--- src/hw/vector_pkg.sv ---
package vector_pkg;

    // opcodes carried in bits 2:0 of a command byte
    typedef enum logic [2:0] {
        op_none  = 3'd0,  // idle marker, never accepted
        op_write = 3'd1,  // load a vector from the byte stream
        op_read  = 3'd2,  // dump the selected memory
        op_sum   = 3'd3,  // elementwise a + b
        op_man   = 3'd4,  // manhattan distance
        op_dot   = 3'd5   // dot product
    } opcode_e;           // codes 6 and 7 are unused

    localparam int elem_w   = 10;  // stored element width
    localparam int result_w = 24;  // wide enough for a 16 element dot product

    // active command as held by the decoder
    typedef struct packed {
        logic    bram_sel;  // 0 selects memory a, 1 selects memory b
        opcode_e opcode;
    } command_t;

    // engine output word
    typedef struct packed {
        logic [result_w-1:0] data;
        logic                valid;  // one cycle per result
        logic                last;   // final result of the operation
    } result_t;

endpackage

--- src/hw/write_ctrl.sv ---
`timescale 1ns/100ps

module write_ctrl
    import vector_pkg::*;
#(
    parameter int vec_len = 16,
    localparam int addr_w = $clog2(vec_len)
) (
    input  logic              clk,
    input  logic              reset,
    input  logic              rx_ready,    // byte strobe from the receiver
    input  logic [7:0]        rx_data,
    input  logic              write_en,    // level from the decoder
    input  logic              bram_sel,    // target memory
    output logic              wea_a,
    output logic              wea_b,
    output logic [addr_w-1:0] write_addr,
    output logic [elem_w-1:0] write_data,
    output logic              write_done   // pulse after the last element
);

    logic       high_phase;   // next data byte is the high half
    logic [7:0] low_byte;     // low half waiting for its partner
    logic       high_strobe;  // high half arriving this cycle
    logic       last_addr;    // write in flight hits the final word

    assign high_strobe = write_en && rx_ready && high_phase;
    assign last_addr   = (write_addr == addr_w'(vec_len - 1));

    // byte phase restarts with every write command
    always_ff @(posedge clk) begin
        if (reset || !write_en) begin
            high_phase <= 1'b0;
        end else if (rx_ready) begin
            high_phase <= !high_phase;  // low, high, low, high
        end
    end

    always_ff @(posedge clk) begin
        if (write_en && rx_ready && !high_phase) begin
            low_byte <= rx_data;                       // element bits 7:0
        end
        if (high_strobe) begin
            write_data <= {rx_data[1:0], low_byte};    // bits 9:8 from the high byte
        end
    end

    // one strobe per element, one cycle after the high byte
    always_ff @(posedge clk) begin
        if (reset) begin
            wea_a <= 1'b0;
            wea_b <= 1'b0;
        end else begin
            wea_a <= high_strobe && !bram_sel;
            wea_b <= high_strobe && bram_sel;
        end
    end

    // address moves on the same edge that commits the write
    always_ff @(posedge clk) begin
        if (reset || !write_en) begin
            write_addr <= '0;          // cleared before each write command
            write_done <= 1'b0;
        end else begin
            write_done <= 1'b0;
            if (wea_a || wea_b) begin
                write_addr <= last_addr ? '0 : write_addr + 1'b1;
                write_done <= last_addr;  // vec_len words stored
            end
        end
    end

endmodule

--- src/hw/command_decoder.sv ---
`timescale 1ns/100ps

module command_decoder
    import vector_pkg::*;
(
    input  logic       clk,
    input  logic       reset,
    input  logic       rx_ready,
    input  logic [7:0] rx_data,
    input  logic       write_done,  // from the write controller
    input  logic       op_done,     // from the engine
    output command_t   command,
    output logic       write_en,
    output logic       start,       // one cycle pulse for engine ops
    output logic       busy
);

    typedef enum logic [1:0] {
        idle,
        writing,   // bytes go to the write controller
        running,   // engine is walking the memories
        retire     // command cleared, next command may arrive
    } state_e;

    state_e  state;
    opcode_e rx_op;   // opcode field of the incoming byte
    logic    accept;  // valid command byte taken this cycle

    assign rx_op = opcode_e'(rx_data[2:0]);

    // data bytes and unused opcodes never get here while busy
    assign accept = rx_ready && (state == idle || state == retire)
                    && (rx_op inside {op_write, op_read, op_sum, op_man, op_dot});

    always_ff @(posedge clk) begin
        if (reset) begin
            state   <= idle;
            command <= '{bram_sel: 1'b0, opcode: op_none};
            start   <= 1'b0;
        end else begin
            start <= 1'b0;
            if (accept) begin
                command <= '{bram_sel: rx_data[7], opcode: rx_op};  // bit 7 picks a or b
                if (rx_op == op_write) begin
                    state <= writing;
                end else begin
                    state <= running;
                    start <= 1'b1;
                end
            end else begin
                case (state)
                    writing: if (write_done) state <= retire;
                    running: if (op_done) state <= retire;
                    retire: begin
                        state          <= idle;
                        command.opcode <= op_none;  // bram_sel kept, harmless
                    end
                    default: state <= idle;
                endcase
            end
        end
    end

    assign write_en = (state == writing);
    assign busy     = (state == writing) || (state == running);  // drops one cycle after done

endmodule

--- src/hw/vector_bram.sv ---
`timescale 1ns/100ps

module vector_bram
    import vector_pkg::*;
#(
    parameter int vec_len = 16,
    localparam int addr_w = $clog2(vec_len)
) (
    input  logic              clk,
    input  logic              we,
    input  logic [addr_w-1:0] write_addr,
    input  logic [elem_w-1:0] write_data,
    input  logic [addr_w-1:0] read_addr,
    output logic [elem_w-1:0] read_data   // valid one cycle after read_addr
);

    logic [elem_w-1:0] mem [vec_len];  // infers block or distributed ram

    always_ff @(posedge clk) begin
        if (we) begin
            mem[write_addr] <= write_data;
        end
    end

    // registered read port
    always_ff @(posedge clk) begin
        read_data <= mem[read_addr];
    end

endmodule

--- src/hw/input_interface.sv ---
`timescale 1ns/100ps

module input_interface
    import vector_pkg::*;
#(
    parameter int vec_len = 16,
    localparam int addr_w = $clog2(vec_len)
) (
    input  logic              clk,
    input  logic              reset,
    input  logic              rx_ready,
    input  logic [7:0]        rx_data,
    input  logic [addr_w-1:0] read_addr,    // shared by both memories
    input  logic              op_done,
    output command_t          command,
    output logic              start,
    output logic              busy,
    output logic [elem_w-1:0] bram_a_dout,
    output logic [elem_w-1:0] bram_b_dout
);

    logic              write_en;
    logic              write_done;
    logic              wea_a;       // strobe for memory a
    logic              wea_b;       // strobe for memory b
    logic [addr_w-1:0] write_addr;
    logic [elem_w-1:0] write_data;

    // same byte stream feeds both the decoder and the write path
    command_decoder u_command_decoder (
        .clk        (clk),
        .reset      (reset),
        .rx_ready   (rx_ready),
        .rx_data    (rx_data),
        .write_done (write_done),
        .op_done    (op_done),
        .command    (command),
        .write_en   (write_en),
        .start      (start),
        .busy       (busy)
    );

    write_ctrl #(
        .vec_len (vec_len)
    ) u_write_ctrl (
        .clk        (clk),
        .reset      (reset),
        .rx_ready   (rx_ready),
        .rx_data    (rx_data),
        .write_en   (write_en),
        .bram_sel   (command.bram_sel),  // memory chosen by bit 7 of the command
        .wea_a      (wea_a),
        .wea_b      (wea_b),
        .write_addr (write_addr),
        .write_data (write_data),
        .write_done (write_done)
    );

    vector_bram #(
        .vec_len (vec_len)
    ) bram_a (
        .clk        (clk),
        .we         (wea_a),
        .write_addr (write_addr),
        .write_data (write_data),
        .read_addr  (read_addr),
        .read_data  (bram_a_dout)
    );

    vector_bram #(
        .vec_len (vec_len)
    ) bram_b (
        .clk        (clk),
        .we         (wea_b),
        .write_addr (write_addr),
        .write_data (write_data),
        .read_addr  (read_addr),
        .read_data  (bram_b_dout)
    );

endmodule

--- src/hw/vector_engine.sv ---
`timescale 1ns/100ps

module vector_engine
    import vector_pkg::*;
#(
    parameter int vec_len = 16,
    localparam int addr_w = $clog2(vec_len)
) (
    input  logic              clk,
    input  logic              reset,
    input  logic              start,        // pulse from the decoder
    input  command_t          command,      // held stable until retire
    input  logic [elem_w-1:0] bram_a_dout,
    input  logic [elem_w-1:0] bram_b_dout,
    output logic [addr_w-1:0] read_addr,
    output result_t           result,
    output logic              op_done       // pulses with the last result
);

    logic                active;     // addresses being issued
    logic                rd_valid;   // memory outputs hold an element
    logic                rd_last;    // that element is the final one
    logic [elem_w-1:0]   sel_elem;   // element of the selected memory
    logic [elem_w-1:0]   abs_diff;   // |a - b|
    logic [result_w-1:0] term;       // contribution of the current element
    logic                per_elem;   // one result per element, no accumulation
    logic [result_w-1:0] acc;
    logic [result_w-1:0] res_data;
    logic                res_valid;
    logic                res_last;

    // address walk 0 .. vec_len-1
    always_ff @(posedge clk) begin
        if (reset) begin
            active    <= 1'b0;
            read_addr <= '0;
        end else if (start) begin
            active    <= 1'b1;
            read_addr <= '0;
        end else if (active) begin
            if (read_addr == addr_w'(vec_len - 1)) begin
                active    <= 1'b0;
                read_addr <= '0;
            end else begin
                read_addr <= read_addr + 1'b1;
            end
        end
    end

    // flags follow the one cycle read latency
    always_ff @(posedge clk) begin
        if (reset) begin
            rd_valid <= 1'b0;
            rd_last  <= 1'b0;
        end else begin
            rd_valid <= active;
            rd_last  <= active && (read_addr == addr_w'(vec_len - 1));
        end
    end

    always_comb begin
        sel_elem = command.bram_sel ? bram_b_dout : bram_a_dout;
        abs_diff = (bram_a_dout > bram_b_dout) ? bram_a_dout - bram_b_dout
                                               : bram_b_dout - bram_a_dout;
        per_elem = command.opcode inside {op_read, op_sum};
        case (command.opcode)
            op_read: term = result_w'(sel_elem);
            op_sum:  term = result_w'(bram_a_dout) + result_w'(bram_b_dout);
            op_man:  term = result_w'(abs_diff);
            op_dot:  term = result_w'(bram_a_dout) * result_w'(bram_b_dout);  // 20 bit product
            default: term = '0;
        endcase
    end

    // running sum for manhattan and dot, restarted by each start pulse
    always_ff @(posedge clk) begin
        if (start) begin
            acc <= '0;
        end else if (rd_valid) begin
            acc <= acc + term;
        end
    end

    always_ff @(posedge clk) begin
        if (rd_valid) begin
            res_data <= per_elem ? term : acc + term;  // final sum includes the last term
        end
    end

    always_ff @(posedge clk) begin
        if (reset) begin
            res_valid <= 1'b0;
            res_last  <= 1'b0;
            op_done   <= 1'b0;
        end else begin
            res_valid <= rd_valid && (per_elem || rd_last);
            res_last  <= rd_last;
            op_done   <= rd_last;  // decoder retires on this edge
        end
    end

    assign result = '{data: res_data, valid: res_valid, last: res_last};

endmodule

--- src/hw/vector_unit_top.sv ---
`timescale 1ns/100ps

module vector_unit_top
    import vector_pkg::*;
#(
    parameter int vec_len = 16   // elements per vector
) (
    input  logic       clk,
    input  logic       reset,
    input  logic       rx_ready,  // one cycle byte strobe
    input  logic [7:0] rx_data,
    output result_t    result,
    output logic       busy
);

    localparam int addr_w = $clog2(vec_len);

    command_t          command;
    logic              start;
    logic              op_done;
    logic [addr_w-1:0] read_addr;    // engine drives, both memories follow
    logic [elem_w-1:0] bram_a_dout;
    logic [elem_w-1:0] bram_b_dout;

    input_interface #(
        .vec_len (vec_len)
    ) u_input_interface (
        .clk         (clk),
        .reset       (reset),
        .rx_ready    (rx_ready),
        .rx_data     (rx_data),
        .read_addr   (read_addr),
        .op_done     (op_done),
        .command     (command),
        .start       (start),
        .busy        (busy),
        .bram_a_dout (bram_a_dout),
        .bram_b_dout (bram_b_dout)
    );

    vector_engine #(
        .vec_len (vec_len)
    ) u_vector_engine (
        .clk         (clk),
        .reset       (reset),
        .start       (start),
        .command     (command),
        .bram_a_dout (bram_a_dout),
        .bram_b_dout (bram_b_dout),
        .read_addr   (read_addr),
        .result      (result),
        .op_done     (op_done)
    );

endmodule

--- config.mk ---
export PLATFORM = sky130hd
export DESIGN_NAME = vector_unit_top
export DESIGN_NICKNAME = d
export VERILOG_FILES = /design/src/hw/vector_pkg.sv /design/src/hw/write_ctrl.sv /design/src/hw/command_decoder.sv /design/src/hw/vector_bram.sv /design/src/hw/input_interface.sv /design/src/hw/vector_engine.sv /design/src/hw/vector_unit_top.sv
export SDC_FILE = /design/constraint.sdc
export NUM_CORES = 1
export LEC_CHECK = 0
export ABC_AREA = 1
export BUFFER_PORTS_ARGS = -buffer_cell sky130_fd_sc_hd__clkbuf_2
export CAP_MARGIN = 20
export CORE_ASPECT_RATIO = 0.5
export CORE_MARGIN = 2
export CORE_UTILIZATION = 58
export DETAILED_ROUTE_END_ITERATION = 8
export HOLD_SLACK_MARGIN = 0.12
export PLACE_DENSITY = 0.77
export SLEW_MARGIN = 0
export SYNTH_ARGS = -nofsm -noshare
export SYNTH_HDL_FRONTEND = slang
export SYNTH_SLANG_ARGS = --single-unit
--- constraint.sdc ---
create_clock -name clk -period 5.47 [get_ports clk]
set_clock_uncertainty 0.15 [all_clocks]
set_input_delay 0.8205 -clock clk [delete_from_list [all_inputs] [get_ports clk]]
set_output_delay 0.8205 -clock clk [all_outputs]
set_load 0.05 [all_outputs]
Word level (Yosys, flattened, before mapping)
Memories as Yosys holds them, arrays and structs flattened. A register that Yosys moved wholly into a read port is not among the register bits.
Index checks and enable logic that the tools add are counted.

cells by class
  $add $sub $neg = 6
  $mul = 1
  order comparisons = 1
  equal/unequal tests = 16
  muxes and demuxes = 21
  bitwise logic cells = 2
  reduce and logical (&&, ||, !) cells = 25

operators with widths
  kind                                           number
  one-hot mux 24 bit (4 select lines)            1
  adder 24 bit                                   1
  2-to-1 mux 24 bit                              1
  multiplier 10 x 10 -> 20 bit                   1
  2-to-1 mux 10 bit                              2
  subtractor 10 bit                              2
  == test 3 x 2 -> 1 bit, second input constant  4
  == test 3 bit, second input constant           4
  adder 10 x 10 -> 11 bit                        1
  greater-than comparator 10 bit                 1
  logical AND 1 bit                              9
  adder 4 x 1 -> 4 bit, second input constant    2
  == test 4 bit, second input constant           2
  2-to-1 mux 1 bit                               8
  2-to-1 mux 2 bit                               4
  2-to-1 mux 4 bit                               2
  2-to-1 mux 3 bit                               2
  OR reduction 2 bit                             3
  logical OR 1 bit                               5
  nonzero test 5 bit                             1
  == test 2 bit, second input constant           2
  one-hot mux 2 bit (2 select lines)             1
  nonzero test 2 bit                             2
  == test 3 x 1 -> 1 bit, second input constant  1
  7 further kinds                                10

storage, ports and cells
  register bits = 90
  memory bits (writable) = 320
  bits of input ports = 11
  logic and storage cells = 93
  memories kept = 2

memories
  name                          depth  width  read ports  clocked after Yosys merged registers in  wr ports  RTL line           text
  u_input_interface.bram_a.mem  16     10     1           1                                        1         vector_bram.sv:17  logic [elem_w-1:0] mem [vec_len];
  u_input_interface.bram_b.mem  16     10     1           1                                        1         vector_bram.sv:17

Longest topological paths before layout
Gate-level depths: netlist (run 1).

  depth after elaboration = 6
  gate-level depth with buffers = 35
  depth with buffers taken out = 34

By module
A second synthesis (run 1) with hierarchy kept.

unflattened totals
  cell total of the unflattened synthesis = 2937
  area, all modules = 24925.2 µm²

by module, submodules not included
  module                                   times used  cells an instance  area an instance (µm²)  seq. area each (µm²)
  vector_engine                            1           1451               9277.6                  1381.3
  vector_bram at u_input_interface.bram_a  1           682                7179.4                  5004.8
  vector_bram at u_input_interface.bram_b  1           682                7171.9                  5004.8
  write_ctrl                               1           66                 897.1                   700.7
  command_decoder                          1           56                 399.1                   140.1

Worst setup path after synthesis (run 1)
Ideal clock, no wire load.

  path type = register to register
  from = register u_input_interface.bram_b.read_data[1], read port of u_input_interface.bram_b.mem
  to = register u_vector_engine.res_data[14] (data pin)
  library setup time = 266 ps
  arrival = 5581 ps
  data required time = 5054 ps
  setup slack = -527 ps
  cell stages (with the launch flop) = 32
  path buffers = 1
  period minus slack after synthesis = 5997 ps
  path through = dfxtp_1 -> clkbuf_1 -> nand2_1 -> fa_1 -> inv_1 -> fa_1 -> inv_1 -> fa_1 -> inv_1 -> fa_1 -> inv_1 -> fa_1 -> inv_1 -> ha_1 -> inv_1 -> o21ai_0 -> nor2_1 -> nand2_1 -> nand2_1 -> nand2_1 -> o21ai_0 -> inv_1 -> nand3_1 -> ha_1 -> nand2_1 -> nor2_1 -> nand2_1 -> inv_1 -> nand2_1 -> nand2_1 -> xnor2_1 -> nor2_1

between the ends
  word-level cells in the longest chain between the ends = 5
  elaborated cells between the ends (all ways) = 10
  those cells by class = add/sub: 4; mul: 1; order compare: 1; mux: 4

ends and longest elaborated chain
  what                                                                                  RTL line             text
  start, declared                                                                       vector_bram.sv:14    output logic [elem_w-1:0] read_data
  parallel branches: the longest is 2 deep, another holds multiplier 10 x 10 -> 20 bit  -
  one-hot mux 24 bit (4 select lines) (*)                                               vector_engine.sv:66  case (command.opcode)
  adder 24 bit                                                                          vector_engine.sv:86  res_data <= per_elem ? term : acc + term;
  2-to-1 mux 24 bit (*)                                                                 vector_engine.sv:86
  end signal, assigned                                                                  vector_engine.sv:86
  end, declared                                                                         vector_engine.sv:28  logic [result_w-1:0] res_data;

Every way passes the cells marked *.
A chain may end at the register's enable or synchronous reset.

Final worst setup path (run 1)
  from = register u_input_interface.bram_a.read_data[5], read port of u_input_interface.bram_a.mem
  to = register u_vector_engine.res_data[12] (data pin)

between the ends
  word-level cells in the longest chain between the ends = 5
  elaborated cells between the ends (all ways) = 10
  those cells by class = add/sub: 4; mul: 1; order compare: 1; mux: 4

ends and longest elaborated chain
  what                                                                                  RTL line
  start, declared                                                                       vector_bram.sv:14
  parallel branches: the longest is 2 deep, another holds multiplier 10 x 10 -> 20 bit  -
  one-hot mux 24 bit (4 select lines) (*)                                               vector_engine.sv:66
  adder 24 bit                                                                          vector_engine.sv:86
  2-to-1 mux 24 bit (*)                                                                 vector_engine.sv:86

Marked as above.

==> results.md, run 1 <==
* Reg clk slew, reported paths at 0.07 ns
* GR Overflow Total at 0
* Setup ws final at -0.352 ns
* Max cap viols at 0
* Io pins at 38
* CTS H-tree lvls at 2
* Final ANT Viol Nets at 0
* Worst flop-to-flop path startpoint: u_input_interface.bram_a.read_data[5]
* Max-slew violation count at 0
* Most numerous cell in the Yosys netlist: nand2_1
* Global Route Usage Sum at 0.288
* Layout Cells excl Fill at 3208
* Initial antenna violation count at 0
* Root buffer cell: clkbuf_16
* Full die area at 42300 sq um
* Initial Util at 0.585
* Dpl ws at -0.508 ns
* Worst r2r path cells at 28
* Via count at 18500
* Failing checks: setup timing
* Hold Slack at 0.280 ns
* Clock Sinks at 430
* Synth cell types at 49
* Clock power frac at 0.229
* Clock Path Buffers at 3
* Register area share after synthesis at 0.520
* First-pass DRT Iterations at 7
* Gpl congestion at 0.943
* Fraction of the cycle the final worst path needs at 1.06
* Netlist Area Pre-Place at 23500 sq um
* Yosys warns at 0
* Port Buffers at 37
* Most used cell, CP: fa_1
* Flop pwr share at 0.311
* Critical Path RT at 5.70 ns
* Worst Path Arrival at 6.05 ns
* Max frequency at 172 MHz
* Syn_area_per_cell at 9.31 sq um
* Remaining routing DRC violations at 0
* Sw Ratio at 0.380
* Post-synth top area share at 0.462
* Antenna diodes at 0
* Worst setup startpoint: u_input_interface.bram_a.read_data[5]
* Tmin final at 5.82 ns
* Crit path capture type: register
* Crit path max fanout at 5
* HP Class: reg -> reg
* Number of synthesized flops with an enable pin at 362
* Internal power at 7670 uW
* HP Start: u_input_interface.u_write_ctrl.low_byte[4]
* Layout area overhead at 17.6%
* Vias in the first global route at 17600
* Outcome: finished, violations left
* Combinational share of power at 0.461
* Net Sw Power at 4710 uW
* Synth Register Bits at 430
* Post-synth top cells: nand2_1, nor2_1, edfxtp_1
* Max rail drop VDD at 0.562 mV
* Synth Flop Type: edfxtp_1
* Final Hold Fails at 0
* Largest net degree at the start of global routing at 94
* Max_slew headroom at 0.233
* Chip Width at 289 microns
* HPWL after detailed placement at 41000 microns
* Synth area leaders: edfxtp_1, nand2_1, nor2_1
* Hold depth at 0
* Cell Rows at 52
* Core ar. at 40200 sq um
* Placed insts at 3107
* Critical path class: reg -> reg
* Final instance area at 27700 sq um
* First-pass GRT wire length at 94400 microns
* Post-layout util at 0.688
* Fin nets at 2827
* Post-Syn Instances at 2526
* Vias/cell at 5.77
* Final setup fails at 32
* Share of layout cells above drive strength 1 at 0.193
* Area post-placement at 25000 sq um
* Startpoint types: register
* Synth async-reset ratio at 0
* CTS tree: built
* CP max-delay cell: fa_1
* Routed len/inst at 19.4 microns
* Pwr/cell area at 447 nW/um^2
* RSZ-0062 raised after global routing: true
* Fill count at 2895
* Peak per-stage delay on the critical path at 0.54 ns
* Worst skew pair latency at 0.56 ns
* Syn_nets at 2715
* Leakage at 0.0117 uW
* Initial drt markers at 2242
* Slew @ Worst Pin at 1.15 ns
* WL final at 62200 microns
* Hold_buf cts at 0
* Die Y at 146 microns
* Cts bufs inserted at 38
* Cell taking the most area after synthesis: edfxtp_1
-- cells by family (layout without fill, tap and decap cells) --
kind of cell / after synthesis / in the layout / synth area share
buffers and inverters: 456 / 598 / 0.0752
AND/OR/NAND/NOR: 1065 / 1065 / 0.185
adder cells (fa/ha/maj): 178 / 178 / 0.116
multiplexers: 11 / 11 / 0.00468
AO/OA/AOI/OAI: 368 / 368 / 0.0928
flip-flops: 430 / 430 / 0.520
XOR/XNOR: 18 / 18 / 0.00670
-- metal layers --
| metal | global-route usage | wire (microns) |
|---|---|---|
| met1 | 0.394 | 25700 |
| met2 | 0.480 | 29500 |
| met3 | 0.0459 | 5230 |
| met4 | 0.0794 | 1820 |
| met5 | 0 | 0 |
-- path summary, 6_finish.rpt --
kind                                                                     end  slack (ns)
worst max-delay path                            u_vector_engine.res_data[12]       -0.35
worst min-delay path            u_input_interface.u_write_ctrl.write_data[4]        0.28
worst min register to register  u_input_interface.u_write_ctrl.write_data[4]        0.28
worst max register to register                  u_vector_engine.res_data[12]       -0.35
-- registers in the layout, indices dropped and copies added (netlist names) --
signal,flops
u_input_interface.bram_a.mem,160
u_input_interface.bram_b.mem,160
u_vector_engine.acc,24
u_vector_engine.res_data,24
u_input_interface.bram_a.read_data,10
u_input_interface.bram_b.read_data,10
u_input_interface.u_write_ctrl.write_data,10
u_input_interface.u_write_ctrl.low_byte,8
u_input_interface.u_command_decoder.command,4
u_input_interface.u_write_ctrl.write_addr,4
u_vector_engine.read_addr,4
u_input_interface.u_command_decoder.state,2
u_input_interface.u_command_decoder.start,1
u_input_interface.u_write_ctrl.high_phase,1
u_input_interface.u_write_ctrl.wea_a,1
u_input_interface.u_write_ctrl.wea_b,1
u_input_interface.u_write_ctrl.write_done,1
u_vector_engine.active,1
u_vector_engine.op_done,1
u_vector_engine.rd_last,1
u_vector_engine.rd_valid,1
u_vector_engine.res_valid,1
-- timing repair --
item,CTS,global route
cloned,0,0
gates resized for setup,137,126
setup buffers,8,8
setup endpoints to repair,35,36
endpoints found under the hold margin,0,0
pin swaps,64,73
-- stage by stage --
| stage | total power (uW) | TNS [ns] |
|---|---|---|
| 6_report | 12400 | -8.07 |
| 5_1_grt | 13100 | -16.34 |
| 4_1_cts | 11800 | -4.97 |
| 3_5_place_dp | 8600 | -11.27 |
| 3_3_place_gp | 8500 | -8.50 |
| 2_1_floorplan | 6970 | 0 |
-- area by class of cell --
cell class              count  area (sq um)  area share
flip-flops and latches    430         12300       0.444
repair buffers            182          1490      0.0538
clock inverters            23           272     0.00981
multi-input cells        1640         10600       0.384
inverters                 346          1310      0.0472
well taps                 540           676      0.0244
clock buffers              47          1020      0.0370
-- power groups by stage --
stage | Clock [uW] | Sequential (uW) | Combinational [uW]
floorplan | 0 | 3870 | 3100
global placement | 0 | 3890 | 4610
detailed placement | 0 | 3900 | 4700
CTS | 2850 | 3840 | 5060
global route | 2990 | 3850 | 6300
finish | 2830 | 3850 | 5700
-- cells in the final DEF (no fill, tap or decap), types with 8 or more instances in the layout --
master / instances
a21o_1: 8
a21oi_1: 62
a21oi_2: 25
buf_4: 121
buf_6: 11
clkbuf_16: 38
clkbuf_2: 37
clkinv_2: 9
dfxtp_1: 47
dfxtp_2: 9
dfxtp_4: 12
edfxtp_1: 362
fa_1: 65
ha_1: 86
ha_4: 23
inv_1: 314
inv_2: 29
mux2i_1: 11
nand2_1: 413
nand2_2: 60
nand2_4: 22
nand3_1: 121
nand3_2: 15
nand4_1: 17
nor2_1: 342
nor2_2: 19
nor2_4: 17
nor3_1: 12
o211ai_1: 31
o21ai_0: 162
o221ai_1: 11
o32ai_1: 40
xor2_1: 10
-- worst max-delay path: cells and delay by family (launching register included) --
kind                     cells  cell delay (ns)
adder cells (fa/ha/maj)      7             3.13
AND/OR/NAND/NOR             10             0.92
AO/OA/AOI/OAI                4             0.66
flip-flops                   1             0.39
buffers and inverters        7             0.38
(Power assumes the default switching activity.)
==> inputs of run 2 (changes only) <==
--- a/config.mk
+++ b/config.mk
@@ -5,15 +5,14 @@
 export SDC_FILE = /design/constraint.sdc
 export NUM_CORES = 1
 export LEC_CHECK = 0
-export ABC_AREA = 1
 export BUFFER_PORTS_ARGS = -buffer_cell sky130_fd_sc_hd__clkbuf_2
 export CAP_MARGIN = 20
-export CORE_ASPECT_RATIO = 0.5
+export CORE_ASPECT_RATIO = 0.75
 export CORE_MARGIN = 2
-export CORE_UTILIZATION = 58
+export CORE_UTILIZATION = 57
 export DETAILED_ROUTE_END_ITERATION = 8
 export HOLD_SLACK_MARGIN = 0.12
-export PLACE_DENSITY = 0.77
+export PLACE_DENSITY = 0.76
 export SLEW_MARGIN = 0
 export SYNTH_ARGS = -nofsm -noshare
 export SYNTH_HDL_FRONTEND = slang
==> results.md, run 2 <==
* Failing checks: setup timing (unchanged)
* Port Buffers at 37 (unchanged)
* WL final at 64400 microns (was 62200 microns)
* Core ar. at 38000 sq um (was 40200 sq um)
* Via count at 15500 (was 18500)
* Layout area overhead at 21.3% (was 17.6%)
* CTS H-tree lvls at 2 (unchanged)
* Synth area leaders: edfxtp_1, mux4_2, ha_1 (was edfxtp_1, nand2_1, nor2_1)
* Crit path capture type: register (unchanged)
* Full die area at 39900 sq um (was 42300 sq um)
* Worst skew pair latency at 0.55 ns (was 0.56 ns)
* Final Hold Fails at 0 (unchanged)
* Clock Sinks at 430 (unchanged)
* Crit path max fanout at 7 (was 5)
* Startpoint types: register (unchanged)
* RR Endpoint: u_vector_engine.res_data[17] (was u_vector_engine.res_data[12])
* Dpl ws at -0.979 ns (was -0.508 ns)
* Synth cell types at 66 (was 49)
* Initial drt markers at 2171 (was 2242)
* Number of synthesized flops with an enable pin at 362 (unchanged)
* HPWL after detailed placement at 39300 microns (was 41000 microns)
* Yosys warns at 0 (unchanged)
* Setup ws final at -1.02 ns (was -0.352 ns)
* Remaining routing DRC violations at 0 (unchanged)
* Synth async-reset ratio at 0 (unchanged)
* GR Overflow Total at 0 (unchanged)
* Max frequency at 154 MHz (was 172 MHz)
* Final ANT Viol Nets at 0 (unchanged)
* Die Y at 173 microns (was 146 microns)
* Max_slew headroom at 0.227 (was 0.233)
* HP Class: reg -> reg (unchanged)
* HP Start: u_input_interface.u_write_ctrl.low_byte[0] (was u_input_interface.u_write_ctrl.low_byte[4])
* First-pass DRT Iterations at 6 (was 7)
* Global Route Usage Sum at 0.311 (was 0.288)
* Hold_buf cts at 0 (unchanged)
* Fraction of the cycle the final worst path needs at 1.19 (was 1.06)
* Worst Path Arrival at 6.61 ns (was 6.05 ns)
* Commonest non-fill, non-tap cell in the layout: edfxtp_1 (was nand2_1)
* Syn_area_per_cell at 13.7 sq um (was 9.31 sq um)
* Clock Path Buffers at 3 (unchanged)
* Initial Util at 0.574 (was 0.585)
* Hold depth at 0 (unchanged)
* Area post-placement at 23800 sq um (was 25000 sq um)
* First-pass GRT wire length at 91900 microns (was 94400 microns)
* Cts bufs inserted at 41 (was 38)
* Leakage at 0.00987 uW (was 0.0117 uW)
* Biggest regs: u_input_interface.bram_a.mem (160), u_input_interface.bram_b.mem (160) (unchanged)
* Routed len/inst at 27.1 microns (was 19.4 microns)
* Critical Path RT at 5.59 ns (was 5.70 ns)
* Critical path class: reg -> reg (unchanged)
* Syn_nets at 1784 (was 2715)
* Gpl congestion at 0.951 (was 0.943)
* Synth Flop Type: edfxtp_1 (unchanged)
* Tmin final at 6.49 ns (was 5.82 ns)
* Hold Slack at 0.266 ns (was 0.280 ns)
* Slew @ Worst Pin at 1.16 ns (was 1.15 ns)
* Worst r2r path cells at 26 (was 28)
* Post-Syn Instances at 1595 (was 2526)
* Sum Neg Setup Slack at -25.47 ns (was -8.07 ns)
* RSZ-0062 raised after global routing: true (unchanged)
* Reg clk slew, reported paths at 0.06 ns (was 0.07 ns)
* Commonest non-fill, non-tap cells in the layout: edfxtp_1, buf_4, nor2_1, inv_1 (was nand2_1, edfxtp_1, nor2_1, inv_1, o21ai_0)
* CTS tree: built (unchanged)
* Synth Register Bits at 430 (unchanged)
* Vias in the first global route at 14800 (was 17600)
* Cell taking the most area after synthesis: edfxtp_1 (unchanged)
* Initial antenna violation count at 1 (was 0)
* Vias/cell at 6.53 (was 5.77)
* Post-synth top cells: edfxtp_1, nor2_1, inv_1 (was nand2_1, nor2_1, edfxtp_1)
* Placed insts at 2243 (was 3107)
* Root buffer cell: clkbuf_16 (unchanged)
* Most numerous cell in the Yosys netlist: edfxtp_1 (was nand2_1)
* Final instance area at 26500 sq um (was 27700 sq um)
* Netlist Area Pre-Place at 21800 sq um (was 23500 sq um)
* Max-slew violation count at 0 (unchanged)
* Cell Rows at 62 (was 52)
* Post-synth top area share at 0.498 (was 0.462)
* Fin nets at 2017 (was 2827)
* Final setup fails at 32 (unchanged)
* Max rail drop VDD at 0.410 mV (was 0.562 mV)
* Worst flop-to-flop path startpoint: u_input_interface.bram_b.read_data[1] (was u_input_interface.bram_a.read_data[5])
* Outcome: finished, violations left (unchanged)
* Share of layout cells above drive strength 1 at 0.313 (was 0.193)
* Hold EP: u_input_interface.u_write_ctrl.write_data[0] (was u_input_interface.u_write_ctrl.write_data[4])
* Register area share after synthesis at 0.560 (was 0.520)
* Pwr/cell area at 422 nW/um^2 (was 447 nW/um^2)
* Io pins at 38 (unchanged)
* Flop-to-flop setup slack at -1.02 ns (was -0.35 ns)
* Layout Cells excl Fill at 2374 (was 3208)
* Largest net degree at the start of global routing at 86 (was 94)
* Chip Width at 230 microns (was 289 microns)
* Max cap viols at 0 (unchanged)
==> run 2: cell types whose count changed after synthesis, sizes merged, moves of 19 or more <==
cell | previous run | this run
nand2 | 495 | 116
nor2 | 379 | 150
inv | 345 | 117
nand3 | 139 | 18
o21ai | 173 | 60
mux4 | 0 | 100
o32ai | 40 | 1
clkbuf | 78 | 48
o211ai | 31 | 12
==> run 2: critical path, stage by stage (launching register included) <==
cell and delay [ns]:
dfxtp_4 0.45, nand2_4 0.06, fa_1 0.50, inv_2 0.05
fa_1 0.54, inv_1 0.07, fa_1 0.51, inv_2 0.05
fa_1 0.51, inv_2 0.05, fa_1 0.50, inv_2 0.05
ha_4 0.25, or2_4 0.24, a21oi_4 0.13, a21oi_2 0.05
xnor2_1 0.21, o21ai_1 0.09, ha_1 0.38, a21o_1 0.19
a21o_1 0.20, a41oi_2 0.25, o21ai_4 0.16, buf_4 0.17
a41oi_2 0.14, xor2_1 0.20, nor2_1 0.07
==> run 2: cell type report <==
cell class	count	area, sq um
Sequential cell	430	12300
Fill cell	2410	11500
Multi-Input combinational cell	975	9680
Timing Repair Buffer	257	2110
Clock buffer	61	1140
Tap cell	512	641
Inverter	123	482
Clock inverter	15	124
Antenna cell	1	2.50
==> run 2: cells by family (layout without fill, tap and decap cells) <==
logic type,after synthesis,after routing,synth area share
flip-flops,430,430,0.560
adder cells (fa/ha/maj),178,178,0.125
buffers and inverters,190,456,0.0344
other,0,1,0
AND/OR/NAND/NOR,391,391,0.0803
multiplexers,118,118,0.111
XOR/XNOR,40,40,0.0160
AO/OA/AOI/OAI,248,248,0.0728
==> run 2: worst max path at each step <==
stage / from / end / slack [ns] / depth (start not counted)
3_5_place_dp: u_input_interface.bram_b.read_data[3] / u_vector_engine.res_data[23] / -0.98 / 25
5_1_grt: u_input_interface.bram_a.read_data[6] / u_vector_engine.acc[22] / -1.15 / 27
3_3_place_gp: u_input_interface.bram_a.read_data[2] / u_vector_engine.res_data[22] / -0.85 / 26
6_report: u_input_interface.bram_b.read_data[1] / u_vector_engine.res_data[17] / -1.02 / 26
4_1_cts: u_input_interface.bram_b.read_data[3] / u_vector_engine.res_data[22] / -0.85 / 27
2_1_floorplan: u_input_interface.bram_b.read_data[3] / u_vector_engine.res_data[22] / -0.51 / 28
==> run 2: metrics by stage <==
step           utilization  total power (uW)
2_1_floorplan            -              6100
3_3_place_gp         0.627              7360
3_5_place_dp         0.627              7420
4_1_cts              0.675             10600
5_1_grt              0.696             11600
6_report             0.697             11200
==> run 2: layer usage <==
metal	routed length, microns	vias up	track usage	part of all wire
met4	2670	0	0.0954	0.041
met5	0	-	0	0
li1	-	6380	-	-
met2	28200	1234	0.449	0.44
met3	9090	230	0.0942	0.14
met1	24500	7647	0.457	0.38
==> run 2: power breakdown <==
group	internal (uW)	switching, uW
Clock	1550	1220
Combinational	2180	2560
Sequential	3600	76.0
==> run 2: timing repair <==
action,CTS,global route
resized for setup,114,86
endpoints found under the hold margin,0,0
setup buffers,23,14
endpoints found under the setup margin,33,38
pin swaps,64,53
